===== src/hw/dma_bus_pkg.sv =====
//////////////////////////////////////////////////////////////////////
// Master port widths. Transfers are whole 32-bit words only
//////////////////////////////////////////////////////////////////////

package dma_bus_pkg;

  localparam int DATA_W = 32;
  localparam int ADDR_W = 32;

  // Address step between two consecutive words
  localparam int WORD_BYTES = DATA_W / 8;

  typedef logic [DATA_W-1:0] data_t;
  typedef logic [ADDR_W-1:0] addr_t;

endpackage


===== src/hw/dma_reg_pkg.sv =====
//////////////////////////////////////////////////////////////////////
// Register map of the channel. Offsets are byte offsets, word aligned
//////////////////////////////////////////////////////////////////////

package dma_reg_pkg;

  localparam int REG_ADDR_W = 5;

  typedef logic [REG_ADDR_W-1:0] reg_addr_t;

  localparam reg_addr_t SRC_PTR_OFS = 5'h00;
  localparam reg_addr_t DST_PTR_OFS = 5'h04;
  localparam reg_addr_t SIZE_OFS    = 5'h08;
  localparam reg_addr_t MODE_OFS    = 5'h0C;
  localparam reg_addr_t INTR_EN_OFS = 5'h10;
  // Read-only, bit 0 is ready
  localparam reg_addr_t STATUS_OFS  = 5'h14;
  // Transaction flag, cleared by a read
  localparam reg_addr_t IFR_OFS     = 5'h18;

  // Values of the mode register
  localparam logic MODE_SINGLE   = 1'b0;
  localparam logic MODE_CIRCULAR = 1'b1;

endpackage


===== src/hw/dma_regs.sv =====
//////////////////////////////////////////////////////////////////////
// Readback is combinational on the address. Only a read of IFR has a side effect
//////////////////////////////////////////////////////////////////////
`timescale 1ns/1ns

module dma_regs
  import dma_bus_pkg::*;
  import dma_reg_pkg::*;
(
  input  logic      clk_cg,
  input  logic      rst_ni,
  input  logic      reg_we_i,
  input  logic      reg_re_i,
  input  reg_addr_t reg_addr_i,
  input  data_t     reg_wdata_i,
  output data_t     reg_rdata_o,
  input  logic      ready_i,
  input  logic      ifr_i,
  output addr_t     src_ptr_o,
  output addr_t     dst_ptr_o,
  output data_t     size_o,
  output logic      circular_o,
  output logic      intr_en_o,
  output logic      size_wr_o,
  output logic      ifr_rd_o
);

  addr_t src_ptr_q;
  addr_t dst_ptr_q;
  data_t size_q;
  logic  mode_q;
  logic  intr_en_q;

  always_ff @(posedge clk_cg or negedge rst_ni) begin
    if (!rst_ni) begin
      src_ptr_q <= '0;
      dst_ptr_q <= '0;
      size_q    <= '0;
      mode_q    <= MODE_SINGLE;
      intr_en_q <= 1'b0;
    end else if (reg_we_i) begin
      case (reg_addr_i)
        SRC_PTR_OFS: src_ptr_q <= reg_wdata_i;
        DST_PTR_OFS: dst_ptr_q <= reg_wdata_i;
        SIZE_OFS:    size_q    <= reg_wdata_i;
        MODE_OFS:    mode_q    <= reg_wdata_i[0];
        INTR_EN_OFS: intr_en_q <= reg_wdata_i[0];
        default:     ;
      endcase
    end
  end

  always_comb begin
    reg_rdata_o = '0;
    case (reg_addr_i)
      SRC_PTR_OFS: reg_rdata_o = src_ptr_q;
      DST_PTR_OFS: reg_rdata_o = dst_ptr_q;
      SIZE_OFS:    reg_rdata_o = size_q;
      MODE_OFS:    reg_rdata_o[0] = mode_q;
      INTR_EN_OFS: reg_rdata_o[0] = intr_en_q;
      STATUS_OFS:  reg_rdata_o[0] = ready_i;
      IFR_OFS:     reg_rdata_o[0] = ifr_i;
      default:     reg_rdata_o = '0;
    endcase
  end

  // A zero size is accepted but does not start anything
  assign size_wr_o  = reg_we_i && (reg_addr_i == SIZE_OFS) && (reg_wdata_i != '0);
  assign ifr_rd_o   = reg_re_i && (reg_addr_i == IFR_OFS);

  assign src_ptr_o  = src_ptr_q;
  assign dst_ptr_o  = dst_ptr_q;
  assign size_o     = size_q;
  assign circular_o = (mode_q == MODE_CIRCULAR);
  assign intr_en_o  = intr_en_q;

endmodule


===== src/hw/dma_ctrl.sv =====
//////////////////////////////////////////////////////////////////////
// The flag only moves while the interrupt is enabled
//////////////////////////////////////////////////////////////////////
`timescale 1ns/1ns

module dma_ctrl (
  input  logic clk_cg,
  input  logic rst_ni,
  input  logic size_wr_i,
  input  logic circular_i,
  input  logic intr_en_i,
  input  logic ifr_rd_i,
  input  logic dma_done_i,
  output logic dma_start_o,
  output logic running_o,
  output logic ready_o,
  output logic ifr_o,
  output logic dma_done_intr_o
);

  typedef enum logic [1:0] {
    ST_READY,
    ST_STARTING,
    ST_RUNNING
  } state_e;

  state_e state_q;
  state_e state_d;
  logic   start_pending_q;
  logic   ifr_q;
  logic   intr_q;

  always_comb begin
    state_d = state_q;
    case (state_q)
      ST_READY:    if (start_pending_q) state_d = ST_STARTING;
      // Loading the units takes exactly one cycle
      ST_STARTING: state_d = ST_RUNNING;
      ST_RUNNING: begin
        if (dma_done_i) begin
          state_d = circular_i ? ST_STARTING : ST_READY;
        end
      end
      default:     state_d = ST_READY;
    endcase
  end

  always_ff @(posedge clk_cg or negedge rst_ni) begin
    if (!rst_ni) begin
      state_q         <= ST_READY;
      start_pending_q <= 1'b0;
      ifr_q           <= 1'b0;
      intr_q          <= 1'b0;
    end else begin
      state_q <= state_d;
      // A SIZE write during a transfer is held until the channel is ready again
      if (dma_start_o) begin
        start_pending_q <= 1'b0;
      end else if (size_wr_i) begin
        start_pending_q <= 1'b1;
      end
      // Done wins over a read that lands in the same cycle
      if (intr_en_i) begin
        if (dma_done_i) begin
          ifr_q <= 1'b1;
        end else if (ifr_rd_i) begin
          ifr_q <= 1'b0;
        end
      end
      intr_q <= ifr_q;
    end
  end

  assign dma_start_o     = (state_q == ST_STARTING);
  assign running_o       = (state_q == ST_RUNNING);
  assign ready_o         = (state_q == ST_READY);
  assign ifr_o           = ifr_q;
  assign dma_done_intr_o = intr_q;

endmodule


===== src/hw/dma_fifo.sv =====
//////////////////////////////////////////////////////////////////////
// FIFO_DEPTH must be a power of two. The user must not push when full
// or pop when empty
//////////////////////////////////////////////////////////////////////
`timescale 1ns/1ns

module dma_fifo
  import dma_bus_pkg::*;
#(
  parameter int FIFO_DEPTH = 4,
  localparam int PTR_W = $clog2(FIFO_DEPTH),
  localparam int LVL_W = PTR_W + 1
) (
  input  logic             clk_cg,
  input  logic             rst_ni,
  input  logic             flush_i,
  input  logic             push_i,
  input  data_t            push_data_i,
  input  logic             pop_i,
  output data_t            pop_data_o,
  output logic             empty_o,
  output logic [LVL_W-1:0] level_o
);

  data_t            mem_q [FIFO_DEPTH];
  logic [PTR_W-1:0] wr_ptr_q;
  logic [PTR_W-1:0] rd_ptr_q;
  logic [LVL_W-1:0] level_q;

  always_ff @(posedge clk_cg) begin
    if (push_i && !flush_i) mem_q[wr_ptr_q] <= push_data_i;
  end

  always_ff @(posedge clk_cg or negedge rst_ni) begin
    if (!rst_ni) begin
      wr_ptr_q <= '0;
      rd_ptr_q <= '0;
      level_q  <= '0;
    end else if (flush_i) begin
      // Flush takes priority over a push or pop in the same cycle
      wr_ptr_q <= '0;
      rd_ptr_q <= '0;
      level_q  <= '0;
    end else begin
      if (push_i) wr_ptr_q <= wr_ptr_q + 1'b1;
      if (pop_i) rd_ptr_q <= rd_ptr_q + 1'b1;
      level_q <= level_q + LVL_W'(push_i) - LVL_W'(pop_i);
    end
  end

  assign pop_data_o = mem_q[rd_ptr_q];
  assign empty_o    = (level_q == '0);
  assign level_o    = level_q;

endmodule


===== src/hw/dma_read_unit.sv =====
//////////////////////////////////////////////////////////////////////
// Reads are word aligned and must return in order. Data from reads that
// were in flight at a restart is dropped
//////////////////////////////////////////////////////////////////////
`timescale 1ns/1ns

module dma_read_unit
  import dma_bus_pkg::*;
#(
  parameter int FIFO_DEPTH = 4,
  localparam int LVL_W = $clog2(FIFO_DEPTH) + 1
) (
  input  logic             clk_cg,
  input  logic             rst_ni,
  input  logic             dma_start_i,
  input  logic             running_i,
  input  logic             ext_dma_stop_i,
  input  addr_t            src_ptr_i,
  input  data_t            size_i,
  input  logic [LVL_W-1:0] fifo_level_i,
  output logic             rd_req_o,
  output addr_t            rd_addr_o,
  input  logic             rd_gnt_i,
  input  logic             rd_rvalid_i,
  output logic             push_o
);

  addr_t            rd_addr_q;
  data_t            words_left_q;
  logic [LVL_W-1:0] outstanding_q;
  logic [LVL_W-1:0] discard_q;
  logic             stopped_q;
  logic [LVL_W:0]   committed;
  logic             issue;

  // Every read in flight already owns a FIFO slot, so a push always fits
  assign committed = {1'b0, outstanding_q} + {1'b0, fifo_level_i};
  assign rd_req_o  = running_i && !stopped_q && (words_left_q != '0) &&
                     (committed < (LVL_W + 1)'(FIFO_DEPTH));
  assign rd_addr_o = rd_addr_q;
  assign issue     = rd_req_o && rd_gnt_i;
  assign push_o    = rd_rvalid_i && (discard_q == '0);

  always_ff @(posedge clk_cg or negedge rst_ni) begin
    if (!rst_ni) begin
      rd_addr_q     <= '0;
      words_left_q  <= '0;
      outstanding_q <= '0;
      discard_q     <= '0;
      stopped_q     <= 1'b0;
    end else begin
      outstanding_q <= outstanding_q + LVL_W'(issue) - LVL_W'(rd_rvalid_i);
      if (dma_start_i) begin
        rd_addr_q    <= src_ptr_i;
        words_left_q <= size_i;
        stopped_q    <= 1'b0;
        // Responses still owed to the previous run must not reach the new one
        discard_q    <= outstanding_q - LVL_W'(rd_rvalid_i);
      end else begin
        if (issue) begin
          rd_addr_q    <= rd_addr_q + ADDR_W'(WORD_BYTES);
          words_left_q <= words_left_q - 1'b1;
        end
        if (rd_rvalid_i && (discard_q != '0)) discard_q <= discard_q - 1'b1;
        if (ext_dma_stop_i && running_i) stopped_q <= 1'b1;
      end
    end
  end

endmodule


===== src/hw/dma_write_unit.sv =====
//////////////////////////////////////////////////////////////////////
// Writes go out strictly in FIFO order to consecutive word addresses
//////////////////////////////////////////////////////////////////////
`timescale 1ns/1ns

module dma_write_unit
  import dma_bus_pkg::*;
(
  input  logic  clk_cg,
  input  logic  rst_ni,
  input  logic  dma_start_i,
  input  logic  running_i,
  input  logic  ext_dma_stop_i,
  input  addr_t dst_ptr_i,
  input  data_t size_i,
  input  logic  fifo_empty_i,
  input  data_t fifo_data_i,
  output logic  wr_req_o,
  output addr_t wr_addr_o,
  output data_t wr_wdata_o,
  input  logic  wr_gnt_i,
  output logic  pop_o,
  output logic  dma_done_o
);

  addr_t wr_addr_q;
  data_t words_left_q;
  logic  done_q;
  logic  last_gnt;
  logic  stop_seen;

  // Nothing more is written once done has been flagged
  assign wr_req_o   = running_i && !done_q && !fifo_empty_i && (words_left_q != '0);
  assign wr_addr_o  = wr_addr_q;
  assign wr_wdata_o = fifo_data_i;
  assign pop_o      = wr_req_o && wr_gnt_i;
  assign last_gnt   = pop_o && (words_left_q == DATA_W'(1));
  assign stop_seen  = running_i && ext_dma_stop_i;
  assign dma_done_o = done_q;

  always_ff @(posedge clk_cg or negedge rst_ni) begin
    if (!rst_ni) begin
      wr_addr_q    <= '0;
      words_left_q <= '0;
      done_q       <= 1'b0;
    end else begin
      if (dma_start_i) begin
        wr_addr_q    <= dst_ptr_i;
        words_left_q <= size_i;
      end else if (pop_o) begin
        wr_addr_q    <= wr_addr_q + ADDR_W'(WORD_BYTES);
        words_left_q <= words_left_q - 1'b1;
      end
      // Single-cycle pulse, a held stop does not repeat it
      done_q <= !done_q && (last_gnt || stop_seen);
    end
  end

endmodule


===== src/hw/dma_channel.sv =====
//////////////////////////////////////////////////////////////////////
// Single channel, runs entirely on clk_cg. FIFO_DEPTH is a power of two
//////////////////////////////////////////////////////////////////////
`timescale 1ns/1ns

module dma_channel
  import dma_bus_pkg::*;
  import dma_reg_pkg::*;
#(
  parameter int FIFO_DEPTH = 4,
  localparam int LVL_W = $clog2(FIFO_DEPTH) + 1
) (
  input  logic      clk_cg,
  input  logic      rst_ni,
  input  logic      reg_we_i,
  input  logic      reg_re_i,
  input  reg_addr_t reg_addr_i,
  input  data_t     reg_wdata_i,
  output data_t     reg_rdata_o,
  output logic      rd_req_o,
  output addr_t     rd_addr_o,
  input  logic      rd_gnt_i,
  input  logic      rd_rvalid_i,
  input  data_t     rd_rdata_i,
  output logic      wr_req_o,
  output addr_t     wr_addr_o,
  output data_t     wr_wdata_o,
  input  logic      wr_gnt_i,
  input  logic      ext_dma_stop_i,
  output logic      dma_done_o,
  output logic      dma_done_intr_o
);

  addr_t            src_ptr;
  addr_t            dst_ptr;
  data_t            size;
  logic             circular;
  logic             intr_en;
  logic             size_wr;
  logic             ifr_rd;
  logic             ready;
  logic             ifr;
  logic             dma_start;
  logic             running;
  logic             dma_done;
  logic             fifo_push;
  logic             fifo_pop;
  data_t            fifo_data;
  logic             fifo_empty;
  logic [LVL_W-1:0] fifo_level;

  dma_regs u_regs (
    .clk_cg      (clk_cg),
    .rst_ni      (rst_ni),
    .reg_we_i    (reg_we_i),
    .reg_re_i    (reg_re_i),
    .reg_addr_i  (reg_addr_i),
    .reg_wdata_i (reg_wdata_i),
    .reg_rdata_o (reg_rdata_o),
    .ready_i     (ready),
    .ifr_i       (ifr),
    .src_ptr_o   (src_ptr),
    .dst_ptr_o   (dst_ptr),
    .size_o      (size),
    .circular_o  (circular),
    .intr_en_o   (intr_en),
    .size_wr_o   (size_wr),
    .ifr_rd_o    (ifr_rd)
  );

  dma_ctrl u_ctrl (
    .clk_cg          (clk_cg),
    .rst_ni          (rst_ni),
    .size_wr_i       (size_wr),
    .circular_i      (circular),
    .intr_en_i       (intr_en),
    .ifr_rd_i        (ifr_rd),
    .dma_done_i      (dma_done),
    .dma_start_o     (dma_start),
    .running_o       (running),
    .ready_o         (ready),
    .ifr_o           (ifr),
    .dma_done_intr_o (dma_done_intr_o)
  );

  // Each start flushes leftovers of a stopped run
  dma_fifo #(
    .FIFO_DEPTH (FIFO_DEPTH)
  ) u_fifo (
    .clk_cg      (clk_cg),
    .rst_ni      (rst_ni),
    .flush_i     (dma_start),
    .push_i      (fifo_push),
    .push_data_i (rd_rdata_i),
    .pop_i       (fifo_pop),
    .pop_data_o  (fifo_data),
    .empty_o     (fifo_empty),
    .level_o     (fifo_level)
  );

  dma_read_unit #(
    .FIFO_DEPTH (FIFO_DEPTH)
  ) u_read (
    .clk_cg         (clk_cg),
    .rst_ni         (rst_ni),
    .dma_start_i    (dma_start),
    .running_i      (running),
    .ext_dma_stop_i (ext_dma_stop_i),
    .src_ptr_i      (src_ptr),
    .size_i         (size),
    .fifo_level_i   (fifo_level),
    .rd_req_o       (rd_req_o),
    .rd_addr_o      (rd_addr_o),
    .rd_gnt_i       (rd_gnt_i),
    .rd_rvalid_i    (rd_rvalid_i),
    .push_o         (fifo_push)
  );

  dma_write_unit u_write (
    .clk_cg         (clk_cg),
    .rst_ni         (rst_ni),
    .dma_start_i    (dma_start),
    .running_i      (running),
    .ext_dma_stop_i (ext_dma_stop_i),
    .dst_ptr_i      (dst_ptr),
    .size_i         (size),
    .fifo_empty_i   (fifo_empty),
    .fifo_data_i    (fifo_data),
    .wr_req_o       (wr_req_o),
    .wr_addr_o      (wr_addr_o),
    .wr_wdata_o     (wr_wdata_o),
    .wr_gnt_i       (wr_gnt_i),
    .pop_o          (fifo_pop),
    .dma_done_o     (dma_done)
  );

  assign dma_done_o = dma_done;

endmodule


===== config.mk =====
export PLATFORM = sky130hd
export DESIGN_NAME = dma_channel
export DESIGN_NICKNAME = d
export VERILOG_FILES = /design/src/hw/dma_bus_pkg.sv /design/src/hw/dma_reg_pkg.sv /design/src/hw/dma_regs.sv /design/src/hw/dma_ctrl.sv /design/src/hw/dma_fifo.sv /design/src/hw/dma_read_unit.sv /design/src/hw/dma_write_unit.sv /design/src/hw/dma_channel.sv
export SDC_FILE = /design/constraint.sdc
export NUM_CORES = 1
export LEC_CHECK = 0
export BUFFER_PORTS_ARGS = -buffer_cell sky130_fd_sc_hd__buf_2
export CAP_MARGIN = 25
export CORE_AREA = 2 2 200 202
export DETAILED_ROUTE_END_ITERATION = 10
export DIE_AREA = 0 0 202 204
export PLACE_DENSITY = 0.68
export RECOVER_POWER = 25
export SLEW_MARGIN = 20
export SYNTH_ARGS = -nofsm -noshare
export SYNTH_HDL_FRONTEND = slang
export SYNTH_SLANG_ARGS = --single-unit

===== constraint.sdc =====
create_clock -name clk_cg -period 6.5 [get_ports clk_cg]
set_input_delay 0.975 -clock clk_cg [delete_from_list [all_inputs] [get_ports clk_cg]]
set_output_delay 0.975 -clock clk_cg [all_outputs]
set_load 0.005 [all_outputs]

==> key figures, run 1 <==
Global routing
  • Initial antenna violation count: 4
  • Largest net degree at the start of global routing: 158
  • Gr usage total: 0.239
  • Vias in the first global route: approximately 13000
  • Total congestion overflow: 0
  • First-pass GRT wire length: ~77 mm

Cells and area
  • Layout area overhead: 16.5%
  • Layout cells sized above 1: 0.239
  • Layout net count: 1782
  • Final instance area: 0.0203 mm^2

Floorplan
  • Initial core utilization: 0.444
  • Area of the core: 0.0392 mm^2
  • Site row count: 73
  • I/O Pins: 209
  • Die Area: 0.0412 mm^2
  • Chip Width: 202 um
  • Die H: 204 um

Clock tree
  • Clock latency at the later pin of the worst-skew pair: about 0.56 ns
  • Cts repair resizes: 0
  • Root buf cell: clkbuf_16
  • Postcts setup bufs: 0
  • CTS tree: built
  • Max Buffers Root-to-Sink: 3
  • Clock transition at the registers of the reported paths: 0.06 ns
  • Hold Buf Count CTS: 0
  • CTS H-tree depth: 2
  • Clock buffer count from CTS: 41
  • Clk sink count: 374

Worst setup path
  • Critical Path Source Type: primary input
  • Crit Path Class: in -> out
  • CP endpoint kind: primary output
  • Arrival time at the worst endpoint: 2.98 ns
  • Critical path required time: ~5.5 ns
  • Worst Path Max Fanout: 17

Place
  • Place WS: 2.61 ns
  • Cell Area, Placed: 0.0190 mm^2
  • PortBufs: 208
  • Gpl congestion: between 0.9 and 1
  • Dpl hpwl: 34.1 mm

Power and ir drop
  • Pwr Total: around 8400 uW
  • Max IR drop VDD: around 0.00025 V
  • Pleak: between 0.008 and 0.009 uW
  • Clock network power share: 0.274
  • Sw Ratio: 0.355
  • Comb pwr share: 0.285
  • NetSw: between 2000 and 3000 uW
  • Cell Pwr Density: 415 mW/mm^2
  • Power share of the sequential group: 0.442
  • Cell Int Power: 5430 uW

STA
  • Worst-Margin Slew: 0.909 ns
  • Slew HR: 0.394
  • Worst setup margin: 2.54 ns
  • Final Skew: 0.0151 ns
  • F_max: between 200 and 300 MHz
  • Final period utilization: 0.609
  • Tmin final: 3.96 ns
  • Setup_tns: 0 ns
  • Fin. max-slew vios: 0
  • Final Hold Violating Endpoints: 0
  • Final setup vio count: 0
  • RSZ-0062 raised after global routing: false

Logic synthesis
  • Mapped Nets: 1590
  • Synthesis Warnings: 0
  • Post-synth EDFFs: 128
  • Ys flop type: dfrtp_1
  • Post-synth ARST share: 0.658
  • Post-synth cell types: 65
  • Synth top area cells: dfrtp_1 35%, edfxtp_1 22%, mux2_2 6.4%, mux4_2 4.1%, nand2_1 3.3%
  • Synth Area per Inst: 11.7 um^2
  • Cells after synthesis: ~1500
  • Post-synthesis sequential element count: 374
  • Synth Cell Area: 0.0174 mm^2
  • Synth top area share: 0.354
  • Area leader, netlist: dfrtp_1
  • Register area share after synthesis: 0.575

Route
  • Antenna viol nets, final: 0
  • Drt drc: 0
  • DR vias/cell: between 6 and 7
  • Iteration-0 DRC Markers: about 1300
  • Routed WL: between 40 and 50 mm
  • Drt wl/cell: between 20 and 25 um
  • Vias: 13700
  • 1st-pass router iterations: 11

Hold path
  • Min-delay worst type: in -> async

Flow run
  • Max_cap viols: 0

Outcome
  • Status: finished clean
-- worst paths after layout --
path	start	to	slack, ns	cells past startpoint
worst max-delay path	reg_addr_i[1]	reg_rdata_o[5]	2.54	7
worst min-delay path	rst_ni	u_read.rd_addr_o[12]	0.40	1
worst max register to register	u_write.words_left_q[22]	u_fifo.level_o[2]	2.60	12
worst min register to register	u_ctrl.ifr_o	u_ctrl.dma_done_intr_o	0.41	0
max in group asynchronous	rst_ni	u_fifo.rd_ptr_q[1]	4.67	2
min in group clk_cg	u_ctrl.ifr_o	u_ctrl.dma_done_intr_o	0.41	0
-- area by class of cell --
type	instances	area (um^2)
clock inverters	15	159
diodes	1	2.50
multi-input cells	976	6860
clock buffers	59	1160
fillers	3390	18900
inverters	60	225
repair buffers	230	1190
flip-flops and latches	374	10000
well taps	525	657
-- cells in the mapped netlist, types with 27 or more instances --
cell type,number
dfrtp_1,246
o21ai_1,27
o21ai_0,62
mux2_2,99
edfxtp_1,128
nor3_1,36
o311ai_0,34
clkbuf_1,40
nand3_1,99
inv_1,58
mux4_2,32
a21oi_1,46
a222oi_1,31
nor2_1,77
nand2_1,155
o211ai_1,44
-- power by group through the flow --
stage                     clock network, uW  registers (uW)  logic [uW]
after global routing                   2440            3800        2670
after CTS                              2350            3700        2400
after detailed placement                  0            3730        2390
after global placement                    0            3710        2320
after floorplan                           0            3490        1640
final                                  2300            3720        2400
-- registers in the layout, indices dropped and copies added (netlist names), 2 cells and up --
signal / count
u_regs.dst_ptr_o: 32
u_fifo.rd_ptr_q: 2
u_regs.size_o: 32
u_read.discard_q: 3
u_fifo.level_o: 3
u_read.outstanding_q: 3
u_write.wr_addr_o: 32
u_ctrl.state_q: 2
u_fifo.mem_q: 128
u_write.words_left_q: 32
u_read.words_left_q: 32
u_fifo.wr_ptr_q: 2
u_regs.src_ptr_o: 32
u_read.rd_addr_o: 32
-- cells by family (layout without fill, tap and decap cells) --
kind of cell / count (synthesis) / in the layout / share of synthesized area
and+or+nand+nor: 510 / 510 / 0.144
buffers and inverters: 141 / 364 / 0.0329
DFF: 374 / 374 / 0.575
other: 0 / 1 / 0
muxes: 132 / 132 / 0.106
AOI/OAI and AO/OA: 303 / 303 / 0.121
xor gates and xnor gates: 9 / 9 / 0.00453
adders and majority gates: 22 / 22 / 0.0167
-- stage by stage --
stage	cells	utilization	hold WS (ns)
3_3_place_gp	2163	0.484	0.395
3_5_place_dp	2165	0.484	0.400
4_1_cts	2239	0.518	0.412
5_1_grt	2239	0.517	0.443
6_report	2240	0.517	0.399
2_1_floorplan	1491	-	0.370
-- layout by cell type, fill, tap and decap left out, types with 5 or more instances in the layout --
cell         n
o21ai_0     62
nand4b_1     5
inv_1       58
edfxtp_1   128
or4_1       11
nand4_1     17
clkbuf_8     7
o21ai_1     27
nor3_1      35
nor2_1      77
and2_1      11
clkbuf_16   41
nand2_1    155
xnor2_1      6
dfrtp_1    244
buf_4       19
or2_2        5
a22oi_1      7
o211ai_1    44
and3_1      17
nand2b_1     6
and2_0       5
a222oi_1    31
mux4_2      32
a221o_1      6
mux2_2      99
o311ai_0    34
nor4_1      25
a31oi_1     15
clkbuf_1    43
and4_1       7
buf_2      176
ha_1        20
nand3_1     99
or3_1       16
a21oi_1     46
-- layer usage --
layer  up-vias  routed length [um]  track usage
met3       111                3690       0.0497
met2       585               23500        0.384
met5         -                  36            0
met4         6                1900       0.0948
met1      6917               20400        0.320
li1       6083                   -            -
-- worst max-delay path, stage by stage --
cell and delay, ns:
buf_2 0.11, nor3_1 0.40, and3_1 0.74, buf_4 0.39, a222oi_1 0.15, inv_1 0.09
buf_2 0.11
Power figures use the tool's default switching activity.
==> run 2, diff against run 1 <==
==> constraint.sdc (replaced) <==
create_clock -name clk_cg -period 3.84 [get_ports clk_cg]
set_input_delay 0.576 -clock clk_cg [delete_from_list [all_inputs] [get_ports clk_cg]]
set_output_delay 0.576 -clock clk_cg [all_outputs]
set_load 0.005 [all_outputs]
==> run 2 against run 1 <==
  * Combinational power up 74%
  * The flow now finishes with violations (capacitance limit, slew limit)
  * Critical path depth up 5
  * Critical endpoint is now u_fifo.level_o[2]
  * Count of clock-buffer cells in the layout down 4
  * Core utilization up 0.67 points
  * Clock power up 82%
==> key figures, run 2 (synthesized netlist as in run 1, its figures left out) <==
STA
  • Setup_tns: 0 ns (unchanged)
  • F_max: between 200 and 300 MHz
  • Worst hold margin: 0.278 ns (-0.121 ns)
  • Worst-Margin Slew: 2.76 ns (+1.85 ns)
  • Final Hold Violating Endpoints: 0 (unchanged)
  • Final period utilization: 0.876
  • Final setup vio count: 0 (unchanged)
  • Tmin final: 3.36 ns
  • Worst setup margin: 0.477 ns (-2.06 ns)
  • Final Skew: 0.0171 ns (+0.00200 ns)
  • Fin. max-slew vios: 101 (+101)
  • Slew HR: -0.840 (-1.23)
  • RSZ-0062 raised after global routing: false

Place
  • Gpl congestion: 0.874 (-4.0%)
  • Placed cell count: 2179 (+0.65%)
  • PortBufs: 208 (unchanged)
  • Dpl hpwl: 34.2 mm (+0.37%)
  • Place WS: 0.492 ns (-2.12 ns)

Clock tree
  • Max Buffers Root-to-Sink: 3 (unchanged)
  • Hold Buf Count CTS: 0 (unchanged)
  • Clock transition at the registers of the reported paths: 0.06 ns (about the same)
  • Clock latency at the later pin of the worst-skew pair: 0.56 ns (about the same)
  • Root buf cell: clkbuf_16
  • Postcts setup bufs: 0 (unchanged)
  • CTS H-tree depth: 2 (unchanged)
  • Clock buffer count from CTS: 41 (unchanged)
  • Clk sink count: 374 (unchanged)
  • Cts repair resizes: 0 (unchanged)
  • CTS tree: built

Worst setup path
  • CP endpoint kind: register
  • Critical Path Source Type: register
  • Worst R2R Start: u_write.words_left_q[22]
  • Worst Path Max Fanout: 7 (-10)
  • Crit Path Class: reg -> reg
  • R2R Path End: u_fifo.level_o[2]
  • Crit path launch: u_write.words_left_q[22]
  • Register-to-Register Path Depth: 12 (unchanged)
  • Reg2reg setup slack: 0.48 ns (-2.12 ns)
  • Critical path required time: 4.25 ns (-1.27 ns)
  • Arrival time at the worst endpoint: 3.77 ns (+0.79 ns)

Outcome
  • Failing checks: capacitance limit, slew limit
  • Status: finished with violations

Global routing
  • Gr usage total: 0.242 (+0.00226)
  • Largest net degree at the start of global routing: 104 (-34%)
  • Top Usage Layer GRT: met2
  • Vias in the first global route: 13500 (+3.0%)
  • Total congestion overflow: 0 (unchanged)
  • GRT met2 Usage: 0.391 (+0.00663)
  • Global routing usage on met1: 0.310 (-0.0106)
  • First-pass GRT wire length: 77.8 mm (+0.78%)
  • Initial antenna violation count: 5 (+1)
  • Grt met3 use: 0.0472 (-0.00255)

Floorplan
  • Site row count: 73 (unchanged)
  • Die Area: 0.0412 mm^2 (unchanged)
  • Area of the core: 0.0392 mm^2 (unchanged)
  • Chip Width: 202 um (unchanged)
  • Die H: 204 um (unchanged)
  • I/O Pins: 209 (unchanged)
  • Initial core utilization: 0.444 (unchanged)

Cells and area
  • Reg area: 0.0100 mm^2 (unchanged)
  • Final instance count without filler cells: 2257 (+0.76%)
  • Filler cells: 3397 (+0.21%)
  • Max reg flops: 128 (unchanged)
  • Commonest non-fill, non-tap cell in the layout: dfrtp_1
  • Multi-input logic area: 0.00686 mm^2 (about the same)
  • Layout cells sized above 1: 0.245 (+0.00661)
  • Layout net count: 1796 (+0.79%)
  • Commonest cells after routing, fill and taps aside: 244 x dfrtp_1, 175 x buf_2, 155 x nand2_1
  • Layout area overhead: 18.0%
  • Biggest register: u_fifo.mem_q
  • Util after Layout: 0.524 (+0.00674)

Flow run
  • Max_cap viols: 1 (+1)

Hold path
  • Hold Path Cell Cnt: 3
  • Min-delay worst type: in -> reg
  • Worst Hold Path EP: u_write.dma_done_o
  • Hold Path Origin: ext_dma_stop_i

Route
  • Vias: 13600 (-0.61%)
  • DR vias/cell: 6.03 (-1.4%)
  • Iteration-0 DRC Markers: 1090 (-18%)
  • Antenna viol nets, final: 0 (unchanged)
  • Routed WL: 50.0 mm (+0.88%)
  • 1st-pass router iterations: 7 (-4)
  • Drt wl/cell: 22.1 um (+0.12%)
  • Drt drc: 0 (unchanged)

Power and ir drop
  • Max IR drop VDD: 0.000470 V (+90%)
  • Pleak: 0.00872 uW (+1.7%)
  • Cell Pwr Density: 714 mW/mm^2 (+72%)
run 2: cell count changes in the layout (fill, tap and decap cells not counted), moves of 2 or more:
cell / before / now
clkbuf_16: 41 / 43
diode_2: 1 / 3
clkbuf_8: 7 / 4
buf_8: 2 / 0
bufinv_16: 3 / 7
buf_12: 1 / 6
clkbuf_1: 43 / 40
clkinv_1: 4 / 6
buf_4: 19 / 30
run 2: metal layers:
metal | vias to the layer above | share of wire
li1 | 6095 | -
met3 | 122 | 0.066
met4 | 4 | 0.052
met5 | - | 0.00030
met2 | 544 | 0.47
met1 | 6853 | 0.41
run 2: how the worst max path moves through the flow:
| stage | endpoint | cells after the start |
|---|---|---|
| 3_3_place_gp | u_fifo.level_o[2] | 12 |
| 4_1_cts | u_fifo.level_o[2] | 12 |
| 6_report | u_fifo.level_o[2] | 12 |
| 5_1_grt | u_fifo.level_o[2] | 12 |
| 2_1_floorplan | u_fifo.level_o[2] | 16 |
| 3_5_place_dp | u_fifo.level_o[2] | 12 |
run 2: report_power, final:
group	leakage [uW]	switching (uW)	internal (uW)	total, uW
sequential	0.00433	1170	5120	6290
clock	0.000701	1590	2590	4180
combinational	0.00369	2330	1860	4180
total	0.00872	5080	9570	14700
run 2: worst max-delay path, stage by stage, from the launching register on:
cell and delay (ns):
dfrtp_1 0.39, or4_1 0.66, or4_1 0.57, o31ai_4 0.28, inv_2 0.06, ha_1 0.28
inv_1 0.06, ha_1 0.14, inv_1 0.05, fa_1 0.37, xor2_1 0.18, xnor2_1 0.13
nor2_1 0.05
run 2: final cells by class:
| type | count | area share |
|---|---|---|
| Inverter | 60 | 0.0110 |
| Multi-Input combinational cell | 976 | 0.334 |
| Clock inverter | 20 | 0.0133 |
| Tap cell | 525 | 0.0320 |
| Sequential cell | 374 | 0.487 |
| Timing Repair Buffer | 244 | 0.0656 |
| Clock buffer | 55 | 0.0566 |
| Antenna cell | 3 | 0.000366 |
run 2: stage by stage:
step / total power [uW] / instance area, um^2
2_1_floorplan: 8670 / 17400
3_3_place_gp: 10400 / 19100
3_5_place_dp: 10500 / 19100
4_1_cts: 14800 / 20600
5_1_grt: 15500 / 20500
6_report: 14700 / 20500
